`config.mk`:
```
export PLATFORM = sky130hd
export DESIGN_NAME = jtcore_game
export DESIGN_NICKNAME = d
export VERILOG_FILES = /design/src/jtcore_pkg.sv /design/src/sdram_req_if.sv /design/src/jtcore_game.sv /design/src/jtcore_sdram_arb.sv /design/src/jtcore_rom_slot.sv /design/src/jtcore_cfg.sv /design/src/jtcore_dwnld.sv
export SDC_FILE = /design/constraint.sdc
export NUM_CORES = 1
export LEC_CHECK = 0
export BUFFER_PORTS_ARGS = -buffer_cell sky130_fd_sc_hd__buf_2
export CELL_PAD_IN_SITES_DETAIL_PLACEMENT = 1
export CELL_PAD_IN_SITES_GLOBAL_PLACEMENT = 2
export CORE_MARGIN = 3
export CORE_UTILIZATION = 33
export DETAILED_ROUTE_END_ITERATION = 6
export HOLD_SLACK_MARGIN = 0.05
export PLACE_DENSITY_LB_ADDON = 0.1
export SYNTH_ARGS = -nofsm -noshare
export SYNTH_HDL_FRONTEND = slang
export SYNTH_SLANG_ARGS = --single-unit
```
`constraint.sdc`:
```
create_clock -name clk -period 4.45 [get_ports clk]
set_clock_uncertainty 0.15 [all_clocks]
set_input_delay 0.6675 -clock clk [delete_from_list [all_inputs] [get_ports clk]]
set_output_delay 0.6675 -clock clk [all_outputs]
set_load 0.01 [all_outputs]
```
`src/jtcore_pkg.sv`:
```
/*
  Memory map and shared types of the ROM side of the game core.
  SDRAM addresses count 16-bit words and loader addresses count bytes.
  Offsets are fixed by the board layout and are not meant to be tuned.
*/
package jtcore_pkg;

    // SDRAM geometry
    localparam int SDRAM_AW = 22;          // Word address
    localparam int SDRAM_DW = 32;          // Two words per read burst

    // Host loader
    localparam int IOCTL_AW = 25;          // Byte address

    // Where the graphics ROM sits in SDRAM, in words
    localparam logic [SDRAM_AW-1:0] GFX_OFFSET = 22'h1_0000;

    // Loader bytes from here on go to the PROMs
    localparam logic [IOCTL_AW-1:0] PROM_START = 25'h6_0000;

    // Client address widths
    localparam int GFX_AW  = 18;           // 16-bit words
    localparam int MAIN_AW = 18;           // Bytes

    // SDRAM read arbiter
    typedef enum logic [1:0] {
        ARB_IDLE,   // Waiting for a slot request
        ARB_REQ,    // sdram_req high until ack
        ARB_WAIT    // Waiting for data_rdy
    } arb_state_t;

    // Slot identity, also used to pick the address rule of a slot
    typedef enum logic {
        SLOT_GFX,
        SLOT_MAIN
    } slot_id_t;

endpackage
```
`src/sdram_req_if.sv`:
```
/*
  Read request channel between one ROM slot and the SDRAM arbiter.
  addr is always an even word address; data returns two words.
  grant and rdy are single-cycle pulses. One read in flight per slot.
*/
`timescale 1ns/1ps

interface sdram_req_if;

    logic                               req;
    logic [jtcore_pkg::SDRAM_AW-1:0]    addr;
    logic                               grant;   // Request taken
    logic                               rdy;     // data valid this cycle
    logic [jtcore_pkg::SDRAM_DW-1:0]    data;

    // req/addr held until grant, req dropped the cycle after it
    modport slot (
        output req,
        output addr,
        input  grant,
        input  rdy,
        input  data
    );

    modport arb (
        input  req,
        input  addr,
        output grant,
        output rdy,
        output data
    );

endinterface

```
`src/jtcore_game.sv`:
```
/*
  ROM side of the game core: loader, DIP latch, two cached ROM
  slots and the SDRAM read arbiter.
  sdram_addr carries prog_addr while downloading, reads otherwise.
  main_data is the low byte of a zero-extended slot output.
*/
`timescale 1ns/1ps

module jtcore_game (
    input  logic                                clk,
    input  logic                                reset,
    // ROM load
    input  logic                                downloading,
    input  logic [jtcore_pkg::IOCTL_AW-1:0]     ioctl_addr,
    input  logic [7:0]                          ioctl_data,
    input  logic                                ioctl_wr,
    output logic [jtcore_pkg::SDRAM_AW-1:0]     prog_addr,
    output logic [7:0]                          prog_data,
    output logic [1:0]                          prog_mask,   // Active low
    output logic                                prog_we,
    output logic                                prom_we,
    // SDRAM
    output logic                                sdram_req,
    output logic [jtcore_pkg::SDRAM_AW-1:0]     sdram_addr,
    input  logic [jtcore_pkg::SDRAM_DW-1:0]     data_read,
    input  logic                                data_rdy,
    input  logic                                sdram_ack,
    output logic                                refresh_en,
    // DIP switches and debug
    input  logic [31:0]                         dipsw,
    input  logic                                dip_pause,
    input  logic [3:0]                          gfx_en,
    output logic [7:0]                          dipsw_a,
    output logic [7:0]                          dipsw_b,
    output logic [3:0]                          dipsw_c,
    // ROM clients
    input  logic                                gfx_cs,
    input  logic [jtcore_pkg::GFX_AW-1:0]       gfx_addr,
    output logic [15:0]                         gfx_data,
    output logic                                gfx_ok,
    input  logic                                main_cs,
    input  logic [jtcore_pkg::MAIN_AW-1:0]      main_addr,
    output logic [7:0]                          main_data,
    output logic                                main_ok
);

    logic                               gfx_slot_en;
    logic                               main_slot_en;
    logic [15:0]                        main_dout;
    logic [jtcore_pkg::SDRAM_AW-1:0]    rd_addr;

    sdram_req_if gfx_bus();
    sdram_req_if main_bus();

    jtcore_dwnld u_dwnld (
        .clk         ( clk          ),
        .reset       ( reset        ),
        .downloading ( downloading  ),
        .ioctl_addr  ( ioctl_addr   ),
        .ioctl_data  ( ioctl_data   ),
        .ioctl_wr    ( ioctl_wr     ),
        .sdram_ack   ( sdram_ack    ),
        .prog_addr   ( prog_addr    ),
        .prog_data   ( prog_data    ),
        .prog_mask   ( prog_mask    ),
        .prog_we     ( prog_we      ),
        .prom_we     ( prom_we      )
    );

    jtcore_cfg u_cfg (
        .clk          ( clk          ),
        .reset        ( reset        ),
        .downloading  ( downloading  ),
        .dip_pause    ( dip_pause    ),
        .gfx_en       ( gfx_en       ),
        .dipsw        ( dipsw        ),
        .dipsw_a      ( dipsw_a      ),
        .dipsw_b      ( dipsw_b      ),
        .dipsw_c      ( dipsw_c      ),
        .gfx_slot_en  ( gfx_slot_en  ),
        .main_slot_en ( main_slot_en )
    );

    jtcore_rom_slot u_gfx_slot (
        .clk   ( clk                  ),
        .reset ( reset                ),
        .en    ( gfx_slot_en          ),
        .cs    ( gfx_cs               ),
        .addr  ( gfx_addr             ),
        .kind  ( jtcore_pkg::SLOT_GFX ),
        .dout  ( gfx_data             ),
        .ok    ( gfx_ok               ),
        .bus   ( gfx_bus.slot         )
    );

    jtcore_rom_slot u_main_slot (
        .clk   ( clk                   ),
        .reset ( reset                 ),
        .en    ( main_slot_en          ),
        .cs    ( main_cs               ),
        .addr  ( main_addr             ),
        .kind  ( jtcore_pkg::SLOT_MAIN ),
        .dout  ( main_dout             ),
        .ok    ( main_ok               ),
        .bus   ( main_bus.slot         )
    );

    assign main_data = main_dout[7:0];

    jtcore_sdram_arb u_arb (
        .clk         ( clk          ),
        .reset       ( reset        ),
        .data_rdy    ( data_rdy     ),
        .sdram_ack   ( sdram_ack    ),
        .downloading ( downloading  ),
        .data_read   ( data_read    ),
        .sdram_req   ( sdram_req    ),
        .sdram_addr  ( rd_addr      ),
        .refresh_en  ( refresh_en   ),
        .gfx         ( gfx_bus.arb  ),
        .main        ( main_bus.arb )
    );

    assign sdram_addr = downloading ? prog_addr : rd_addr;

endmodule

```
`src/jtcore_sdram_arb.sv`:
```
/*
  Round-robin SDRAM read arbiter for the graphics and main slots.
  One read in flight; no new read starts while downloading, so any
  sdram_ack in that time belongs to the programming write.
  sdram_addr is only the read address; the top muxes in prog_addr.
*/
`timescale 1ns/1ps

module jtcore_sdram_arb (
    input  logic                                clk,
    input  logic                                reset,
    input  logic                                data_rdy,
    input  logic                                sdram_ack,
    input  logic                                downloading,
    input  logic [jtcore_pkg::SDRAM_DW-1:0]     data_read,
    output logic                                sdram_req,
    output logic [jtcore_pkg::SDRAM_AW-1:0]     sdram_addr,
    output logic                                refresh_en,
    sdram_req_if.arb                            gfx,
    sdram_req_if.arb                            main
);

    jtcore_pkg::arb_state_t     state;
    jtcore_pkg::slot_id_t       owner;     // Last granted slot
    jtcore_pkg::slot_id_t       pick;
    logic                       any_req;

    assign any_req = gfx.req || main.req;

    // Alternate when both ask, owner resets to main so gfx goes first
    always_comb begin
        if (gfx.req && main.req) begin
            pick = owner == jtcore_pkg::SLOT_GFX ? jtcore_pkg::SLOT_MAIN
                                                 : jtcore_pkg::SLOT_GFX;
        end else if (gfx.req) begin
            pick = jtcore_pkg::SLOT_GFX;
        end else begin
            pick = jtcore_pkg::SLOT_MAIN;
        end
    end

    always_ff @(posedge clk) begin
        if (reset) begin
            state      <= jtcore_pkg::ARB_IDLE;
            owner      <= jtcore_pkg::SLOT_MAIN;
            gfx.grant  <= 1'b0;
            main.grant <= 1'b0;
        end else begin
            gfx.grant  <= 1'b0;
            main.grant <= 1'b0;
            case (state)
                jtcore_pkg::ARB_IDLE: begin
                    if (any_req && !downloading) begin
                        owner      <= pick;
                        state      <= jtcore_pkg::ARB_REQ;
                        gfx.grant  <= pick == jtcore_pkg::SLOT_GFX;
                        main.grant <= pick == jtcore_pkg::SLOT_MAIN;
                    end
                end
                jtcore_pkg::ARB_REQ: begin
                    if (sdram_ack) state <= jtcore_pkg::ARB_WAIT;
                end
                jtcore_pkg::ARB_WAIT: begin
                    if (data_rdy) state <= jtcore_pkg::ARB_IDLE;
                end
                default: state <= jtcore_pkg::ARB_IDLE;
            endcase
        end
    end

    // Read address follows the winner while idle
    always_ff @(posedge clk) begin
        if (state == jtcore_pkg::ARB_IDLE) begin
            sdram_addr <= pick == jtcore_pkg::SLOT_GFX ? gfx.addr : main.addr;
        end
    end

    assign sdram_req  = state == jtcore_pkg::ARB_REQ;
    assign refresh_en = state == jtcore_pkg::ARB_IDLE && !any_req;

    // Both slots see the bus, only the owner gets rdy
    assign gfx.data  = data_read;
    assign main.data = data_read;
    assign gfx.rdy   = state == jtcore_pkg::ARB_WAIT && data_rdy
                       && owner == jtcore_pkg::SLOT_GFX;
    assign main.rdy  = state == jtcore_pkg::ARB_WAIT && data_rdy
                       && owner == jtcore_pkg::SLOT_MAIN;

endmodule

```
`src/jtcore_rom_slot.sv`:
```
/*
  Cached ROM slot holding the last 32-bit pair read from SDRAM.
  kind picks the address rule: SLOT_GFX reads 16-bit words above
  GFX_OFFSET, SLOT_MAIN reads bytes from address 0.
  dout and ok refer to the address of the previous cycle, so a client
  holds addr until ok. The cache is only cleared by reset.
*/
`timescale 1ns/1ps

module jtcore_rom_slot (
    input  logic                                clk,
    input  logic                                reset,
    input  logic                                en,
    input  logic                                cs,
    input  logic [jtcore_pkg::MAIN_AW-1:0]      addr,
    input  jtcore_pkg::slot_id_t                kind,
    output logic [15:0]                         dout,
    output logic                                ok,
    sdram_req_if.slot                           bus
);

    logic                               wide16;
    logic [jtcore_pkg::SDRAM_AW-1:0]    fetch_addr;
    logic [jtcore_pkg::SDRAM_AW-1:0]    cache_addr;
    logic [31:0]                        cache_data;
    logic                               cache_valid;
    logic                               hit;
    logic                               busy;      // Fetch in flight
    logic                               start;
    logic [15:0]                        sel_data;

    assign wide16 = kind == jtcore_pkg::SLOT_GFX;

    // Even word address of the pair holding addr
    always_comb begin
        if (wide16) begin
            fetch_addr = jtcore_pkg::GFX_OFFSET + {4'd0, addr[17:1], 1'b0};
        end else begin
            fetch_addr = {5'd0, addr[17:2], 1'b0};   // Byte address halved
        end
    end

    always_comb begin
        if (wide16) begin
            sel_data = addr[0] ? cache_data[31:16] : cache_data[15:0];
        end else begin
            sel_data = {8'd0, cache_data[8*addr[1:0] +: 8]};
        end
    end

    assign hit   = cache_valid && cache_addr == fetch_addr;
    assign start = en && cs && !hit && !busy && !bus.rdy;

    always_ff @(posedge clk) begin
        if (reset) begin
            bus.req     <= 1'b0;
            busy        <= 1'b0;
            cache_valid <= 1'b0;
            ok          <= 1'b0;
        end else begin
            ok <= cs && hit;
            if (bus.grant) begin
                bus.req <= 1'b0;
            end
            if (bus.rdy) begin
                busy        <= 1'b0;
                cache_valid <= 1'b1;
            end else if (start) begin
                bus.req <= 1'b1;
                busy    <= 1'b1;
            end
        end
    end

    always_ff @(posedge clk) begin
        if (start) begin
            bus.addr <= fetch_addr;      // Stable until the pair returns
        end
        if (bus.rdy) begin
            cache_data <= bus.data;
            cache_addr <= bus.addr;
        end
        if (cs && hit) begin
            dout <= sel_data;
        end
    end

endmodule

```
`src/jtcore_cfg.sv`:
```
/*
  DIP switch latch and slot fetch enables.
  Only dipsw[19:0] and gfx_en[0] are used by this core; the other
  bits belong to layers outside it. All outputs lag inputs by a cycle.
*/
`timescale 1ns/1ps

module jtcore_cfg (
    input  logic        clk,
    input  logic        reset,
    input  logic        downloading,
    input  logic        dip_pause,
    input  logic [3:0]  gfx_en,
    input  logic [31:0] dipsw,
    output logic [7:0]  dipsw_a,
    output logic [7:0]  dipsw_b,
    output logic [3:0]  dipsw_c,
    output logic        gfx_slot_en,
    output logic        main_slot_en
);

    // Settings frozen during a load so the game sees a stable value
    always_ff @(posedge clk) begin
        if (!downloading) begin
            {dipsw_c, dipsw_b, dipsw_a} <= dipsw[19:0];
        end
    end

    always_ff @(posedge clk) begin
        if (reset) begin
            gfx_slot_en  <= 1'b0;
            main_slot_en <= 1'b0;
        end else begin
            gfx_slot_en  <= !downloading && gfx_en[0];   // Debug layer mask
            // Paused CPU fetches nothing
            main_slot_en <= !downloading && !dip_pause;
        end
    end

endmodule

```
`src/jtcore_dwnld.sv`:
```
/*
  Splits host loader bytes between SDRAM programming and the PROMs.
  Loader writes are only honoured while downloading is high.
  The host must not write again until prog_we has been acknowledged.
  prog_mask is active low, one byte lane per write.
*/
`timescale 1ns/1ps

module jtcore_dwnld (
    input  logic                                clk,
    input  logic                                reset,
    input  logic                                downloading,
    input  logic [jtcore_pkg::IOCTL_AW-1:0]     ioctl_addr,
    input  logic [7:0]                          ioctl_data,
    input  logic                                ioctl_wr,
    input  logic                                sdram_ack,
    output logic [jtcore_pkg::SDRAM_AW-1:0]     prog_addr,
    output logic [7:0]                          prog_data,
    output logic [1:0]                          prog_mask,
    output logic                                prog_we,
    output logic                                prom_we
);

    logic                               load_wr;
    logic                               is_prom;
    logic [jtcore_pkg::IOCTL_AW-1:0]    prom_offset;

    assign load_wr     = ioctl_wr && downloading;
    assign is_prom     = ioctl_addr >= jtcore_pkg::PROM_START;
    assign prom_offset = ioctl_addr - jtcore_pkg::PROM_START;

    // Write strobes
    always_ff @(posedge clk) begin
        if (reset) begin
            prog_we <= 1'b0;
            prom_we <= 1'b0;
        end else begin
            prom_we <= load_wr && is_prom;    // Single cycle
            if (load_wr && !is_prom) begin
                prog_we <= 1'b1;
            end else if (sdram_ack) begin
                prog_we <= 1'b0;              // SDRAM took the byte
            end
        end
    end

    // Address, data and lane select
    always_ff @(posedge clk) begin
        if (load_wr) begin
            prog_data <= ioctl_data;
            if (is_prom) begin
                prog_addr <= prom_offset[jtcore_pkg::SDRAM_AW-1:0];
            end else begin
                prog_addr <= ioctl_addr[jtcore_pkg::SDRAM_AW:1];
                // Even byte goes to the low lane
                prog_mask <= ioctl_addr[0] ? 2'b01 : 2'b10;
            end
        end
    end

endmodule

```
==> Word-level counts from Yosys, hierarchy flattened <==
Index checks and enable logic that the tools add are counted.
{ "word_totals": {"inputBits": 146, "reg_bits": 246, "elab_cells": 110} }
{ "classes": {"order_cmp": 1, "eq_ne": 7, "n_mux": 20, "n_shift": 1, "n_reduce_logical": 42, "addsub": 2, "bitwise_logic": 5} }
{ "op_table": {"columns": ["op", "n"], "rows": [
  ["$mux 22", 2],
  ["$shiftx 32x6->8", 1],
  ["$ge 25x19->1 const B", 1],
  ["$logic_and 1x1->1", 23],
  ["$sub 22x19->22 const B", 1],
  ["$add 17x18->19 const A", 1],
  ["$eq 19x19->1", 1],
  ["$mux 17", 1],
  ["$eq 16x16->1", 1],
  ["$mux 16", 1],
  ["$mux 1", 11],
  ["$logic_not 1->1", 10],
  ["$mux 2", 4],
  ["$pmux 2 s3", 1],
  ["$not 1->1", 5],
  ["$ne 2x1->1 const B", 2],
  ["$reduce_and 2->1", 2],
  ["$reduce_or 2->1", 2],
  ["$reduce_and 3->1", 1],
  ["$reduce_or 3->1", 1],
  ["$eq 2x1->1 const B", 1],
  ["$eq 2x2->1 const B", 1],
  ["$logic_not 2->1", 1],
  ["$ne 2x2->1 const B", 1],
  ["other kinds (2)", 2]
]} }

==> Longest topological paths before layout <==
{ "logic_depth": {"depth_word": 9, "ltp_mapped": 6} }

==> Cells and area by module <==
Synthesis repeated with hierarchy kept, for this count alone.
{ "hier_totals": {"cells_unflattened": 788, "hier_area_um2": 11741.3} }
{ "modules_own_cells": {"columns": ["mod", "n_inst", "seq_area_each_um2", "area_each_um2", "cells_per_inst"], "rows": [
  ["jtcore_rom_slot", 2, 2602.5, 3846.2, 258],
  ["jtcore_sdram_arb", 1, 760.7, 1645.3, 137],
  ["jtcore_dwnld", 1, 1001.0, 1458.9, 84],
  ["jtcore_cfg", 1, 640.6, 666.9, 25],
  ["jtcore_game", 1, 0.0, 277.8, 26]
]} }

==> Worst setup path before layout <==
No wires, ideal clock.
{ "synth_timing": {"path_kind": "in2reg", "start": "in data_rdy", "end": "reg u_gfx_slot.bus.addr[10], enable pin", "required_time_ns": 3.763, "arrival_ns": 3.916, "path_buffers": 0, "stages": 3, "setup_slack_ns": -0.154, "cell_sequence": "nand2_1 > nor2_1 > nor3_1"} }
{ "synth_between": {"elab_chain_len": 4} }
{ "synth_lines": {"columns": ["item", "line_no", "source"], "rows": [
  ["from (decl)", "jtcore_game.sv:26", "input logic data_rdy,"],
  ["$logic_and 1x1->1", "jtcore_sdram_arb.sv:84", "assign gfx.rdy = state == jtcore_pkg::ARB_WAIT && data_rdy"],
  ["$logic_and 1x1->1", "jtcore_sdram_arb.sv:85", "&& owner == jtcore_pkg::SLOT_GFX;"],
  ["via gfx_bus.rdy", "sdram_req_if.sv:13", "logic rdy;"],
  ["$logic_not 1->1", "jtcore_rom_slot.sv:52", "assign start = en && cs && !hit && !busy && !bus.rdy;"],
  ["$logic_and 1x1->1", "jtcore_rom_slot.sv:52", null],
  ["via u_gfx_slot.start", "jtcore_rom_slot.sv:29", "logic start;"],
  ["to (signal assigned)", "jtcore_rom_slot.sv:77", "bus.addr <= fetch_addr;"],
  ["to (decl)", "sdram_req_if.sv:19", "output addr,"]
]} }
The timed path passes the listed nets, and every way through them passes these cells.
A chain may end at the register's enable or synchronous reset.

==> Final worst setup path <==
{ "layout_timing": {"start": "in ioctl_addr[10] (netlist bit)", "end": "reg u_dwnld.prog_addr[15] (netlist bit), data pin"} }
{ "layout_between": {"elab_chain_len": 2, "word_cells_on_any_way": 3, "cone_classes": "add/sub (1); order compare (1); mux (1)"} }
{ "layout_lines": {"columns": ["item", "line_no", "source"], "rows": [
  ["from (decl)", "jtcore_game.sv:14", "input logic [jtcore_pkg::IOCTL_AW-1:0] ioctl_addr,"],
  ["$sub 22x19->22 / $ge 25x19->1 (equally long branches)", "jtcore_dwnld.sv:30, jtcore_dwnld.sv:29", null],
  ["$mux 22 (*)", "jtcore_dwnld.sv:51", "if (is_prom) begin"],
  ["to (signal assigned)", "jtcore_dwnld.sv:52", "prog_addr <= prom_offset[jtcore_pkg::SDRAM_AW-1:0];"],
  ["to (signal assigned)", "jtcore_dwnld.sv:54", "prog_addr <= ioctl_addr[jtcore_pkg::SDRAM_AW:1];"],
  ["to (decl)", "jtcore_dwnld.sv:17", "output logic [jtcore_pkg::SDRAM_AW-1:0] prog_addr,"]
]} }
Every way passes the cells marked *; elsewhere a longest branch is shown, timed or not.

==> out/metrics.cfg <==
[worst_setup_path]
crit_cells = 5
worst_r2r_endpoint = u_main_slot.dout[7]
critPathBufInv = 1
rrSetupSlack_ns = 1.97
worstSetupStartpointType = input port
path_delay_family = compound AO/OA/AOI/OAI gates
path_class = in2reg
cp.arrival_ns = 2.81
slowest_delay_ns = 0.91
crit_required_ns = 4.56
worstPathMaxFanout = 20
critPathSlowestCell = o211ai_2
crit_end = u_dwnld.prog_addr[15]
worstSetupEndpointType = flop
crit_start = ioctl_addr[10]
reg2reg_from = u_main_slot.cache_addr[5]
path_cells = buf_2 > nor4_1 > nand3_1 > o211ai_2 > mux2_2
r2r_cells = 5

[floorplan]
die_y_um = 171.3
die_area_um2 = 29360
chipWidth_um = 171.3
ios = 250
start_util_pct = 34.14
rows = 59
coreArea_um2 = 26430

[yosys]
postSynthCellCount = 469
synth.area.top_cells = edfxtp_1, mux2_2, dfxtp_1, mux4_2, xnor2_1
ys_ff_latch = 243
synth_area_um2 = 9021
syn-num-nets = 617
yosysTopAreaCellShare_pct = 75.23
synth_warnings = 0
synth_area_leader_cell = edfxtp_1
synth_seq_area_share_pct = 79.00
yosysUniqueCellTypes = 44
syn_avg_cell_area_um2 = 19.23
async_flop_share_pct = 0
synth_ff_type = edfxtp_1
synth_edf_count = 226

[cts]
cts_setup_buffers = 0
hold_buffers = 0
clk_pin_slew_worst_paths_ns = 0.06
root_buffer = clkbuf_16
cts_buffers = 27
clk_latency_ns = 0.52
htreeDepth = 1
cts.path.max_buffers = 3
cts_tree = done
cts_resized = 0
cts_sinks = 243

[timing]
period_needed_ns = 2.699
drv_slew = 0
setup-tns-final_ns = 0
hold_viol_final = 0
final-setup-viol-count = 0
rsz0062_at_grt = false
relSlewSlack_pct = 17.91
fmax_mhz = 370.4
worstMarginPinSlew_ns = 1.230
layout_setup_ws_ns = 1.751
whs_ns = 0.1618
final.period_utilization_pct = 60.66

[placed_design]
gp_congestion = 0.7868
place_ws_ns = 1.269
port_buffers = 234
hpwl_um = 15850
placed_cell_area_um2 = 10590

[pwr]
pwr-share-seq_pct = 50.5
p_leak_nw = 4.293
fin_total_pwr_mw = 5.095
p_clk_share_pct = 43.9
powerDensity_nw_per_um2 = 442.8
switching_power_mw = 1.052
comb_power_share_pct = 5.6
p_sw_share_pct = 20.65
internal-power_mw = 4.043
ir_drop_uv = 231.9

[min_path]
hold_path.class = in2reg

[detailed_routing]
ant_nets = 0
routed_via_density = 4.666
drt-pass1-iter-count = 4
drc_errors = 0
wl_um = 22180
drtIter0Drc = 338
num_vias = 5044
routedWlPerCell_um = 20.52

[layout]
area.growth.synth_to_final_pct = 27.56
finalNetCount = 872
fin_area_um2 = 11510
drive_gt1_share_pct = 48.46
fillers = 2639

[global_routing]
grt_pass1_wl_um = 32480
grt_use_total_pct = 14.60
grt_pass1_vias = 5483
antenna_found_initial = 3
grt_start_max_net_pins = 51
grt_overflow_total = 0

[status]
status = complete, no violations

[run]
maxCapViolCount = 0

==> through the flow <==
stage	util [%]	instances
after floorplan	-	469
after global placement	40.08	1030
after detailed placement	40.08	1030
after CTS	43.53	1080
after global routing	43.53	1080
final	43.54	1081
==> power by group through the flow <==
stage	registers [mW]	clock network, mW	logic (mW)
2_1_floorplan	2.64	0	0.110
3_5_place_dp	2.62	0	0.292
4_1_cts	2.58	2.32	0.294
6_report	2.57	2.24	0.285
3_3_place_gp	2.62	0	0.287
5_1_grt	2.58	2.41	0.312
==> worst min-delay path by stage <==
stage / startpoint / endpoint / slack (ns) / cells after the start
2_1_floorplan: u_main_slot.bus.addr[10] / u_main_slot.cache_addr[10] / 0.27 / 0
3_5_place_dp: u_main_slot.bus.addr[5] / u_main_slot.cache_addr[5] / 0.28 / 0
3_3_place_gp: u_gfx_slot.bus.addr[1] / u_gfx_slot.cache_addr[1] / 0.27 / 0
6_report: dip_pause / u_cfg.main_slot_en / 0.16 / 2
4_1_cts: dip_pause / u_cfg.main_slot_en / 0.13 / 2
5_1_grt: dipsw[0] / u_cfg.dipsw_a[0] / 0.14 / 1
==> worst reg2reg max path: stages, from the launching register on <==
cell	delay, ns
edfxtp_1	0.38
xor2_1	0.16
nor4_2	0.37
nand2_1	0.09
nor4b_1	0.41
and2_1	0.55
==> flip-flops by register name, summed over array words and instances (netlist names), 16 cells and up <==
register,flops
u_arb.sdram_addr,18
u_dwnld.prog_addr,22
u_gfx_slot.bus.addr,18
u_gfx_slot.cache_addr,18
u_gfx_slot.cache_data,32
u_gfx_slot.dout,16
u_main_slot.bus.addr,16
u_main_slot.cache_addr,16
u_main_slot.cache_data,32
==> layout by cell type (no fill, tap or decap), types with 8 or more instances in the layout <==
| cell | count |
|---|---|
| buf_2 | 234 |
| clkbuf_16 | 29 |
| dfxtp_1 | 17 |
| edfxtp_1 | 226 |
| inv_1 | 10 |
| mux2_2 | 65 |
| mux4_2 | 8 |
| nand2_1 | 10 |
| nor2_1 | 19 |
| nor3_1 | 8 |
| xnor2_1 | 20 |
| xor2_1 | 16 |
==> logic make-up after synthesis <==
family,count (synthesis),share of synthesized area (%)
compound gates,18,1.470
xor+xnor,36,3.495
fa+ha+maj,2,0.2773
buf+inv,23,1.193
flops,243,79.00
mux,74,10.24
simple gates,73,4.327
==> Yosys cell counts, drive strengths merged, types with 2 or more instances <==
library cell	instances
nor2	20
and2	6
buf	9
xor2	16
nand4	6
nand2	10
inv	10
nor3	9
ha	2
xnor2	20
nand3	2
nor3b	2
nor4	8
nor2b	4
mux4	8
o21ai	3
mux2	66
clkbuf	4
dfxtp	17
o211ai	2
edfxtp	226
a21oi	3
==> area by class of cell <==
| class | instances | area (µm²) | area share, % |
|---|---|---|---|
| Antenna cell | 1 | 2.502 | 0.02175 |
| Clock buffer | 35 | 788.3 | 6.850 |
| Clock inverter | 15 | 123.9 | 1.076 |
| Inverter | 10 | 37.54 | 0.3262 |
| Multi-Input combinational cell | 203 | 1800 | 15.65 |
| Sequential cell | 243 | 7127 | 61.93 |
| Tap cell | 335 | 419.2 | 3.642 |
| Timing Repair Buffer | 239 | 1209 | 10.50 |
==> routing by layer <==
layer / wire [µm] / track usage, %
met1: 8912 / 17.58
met2: 11580 / 26.60
met3: 1235 / 3.470
met4: 415 / 3.359
met5: 33 / 0
Note: power is estimated with default switching activity, not from simulation.
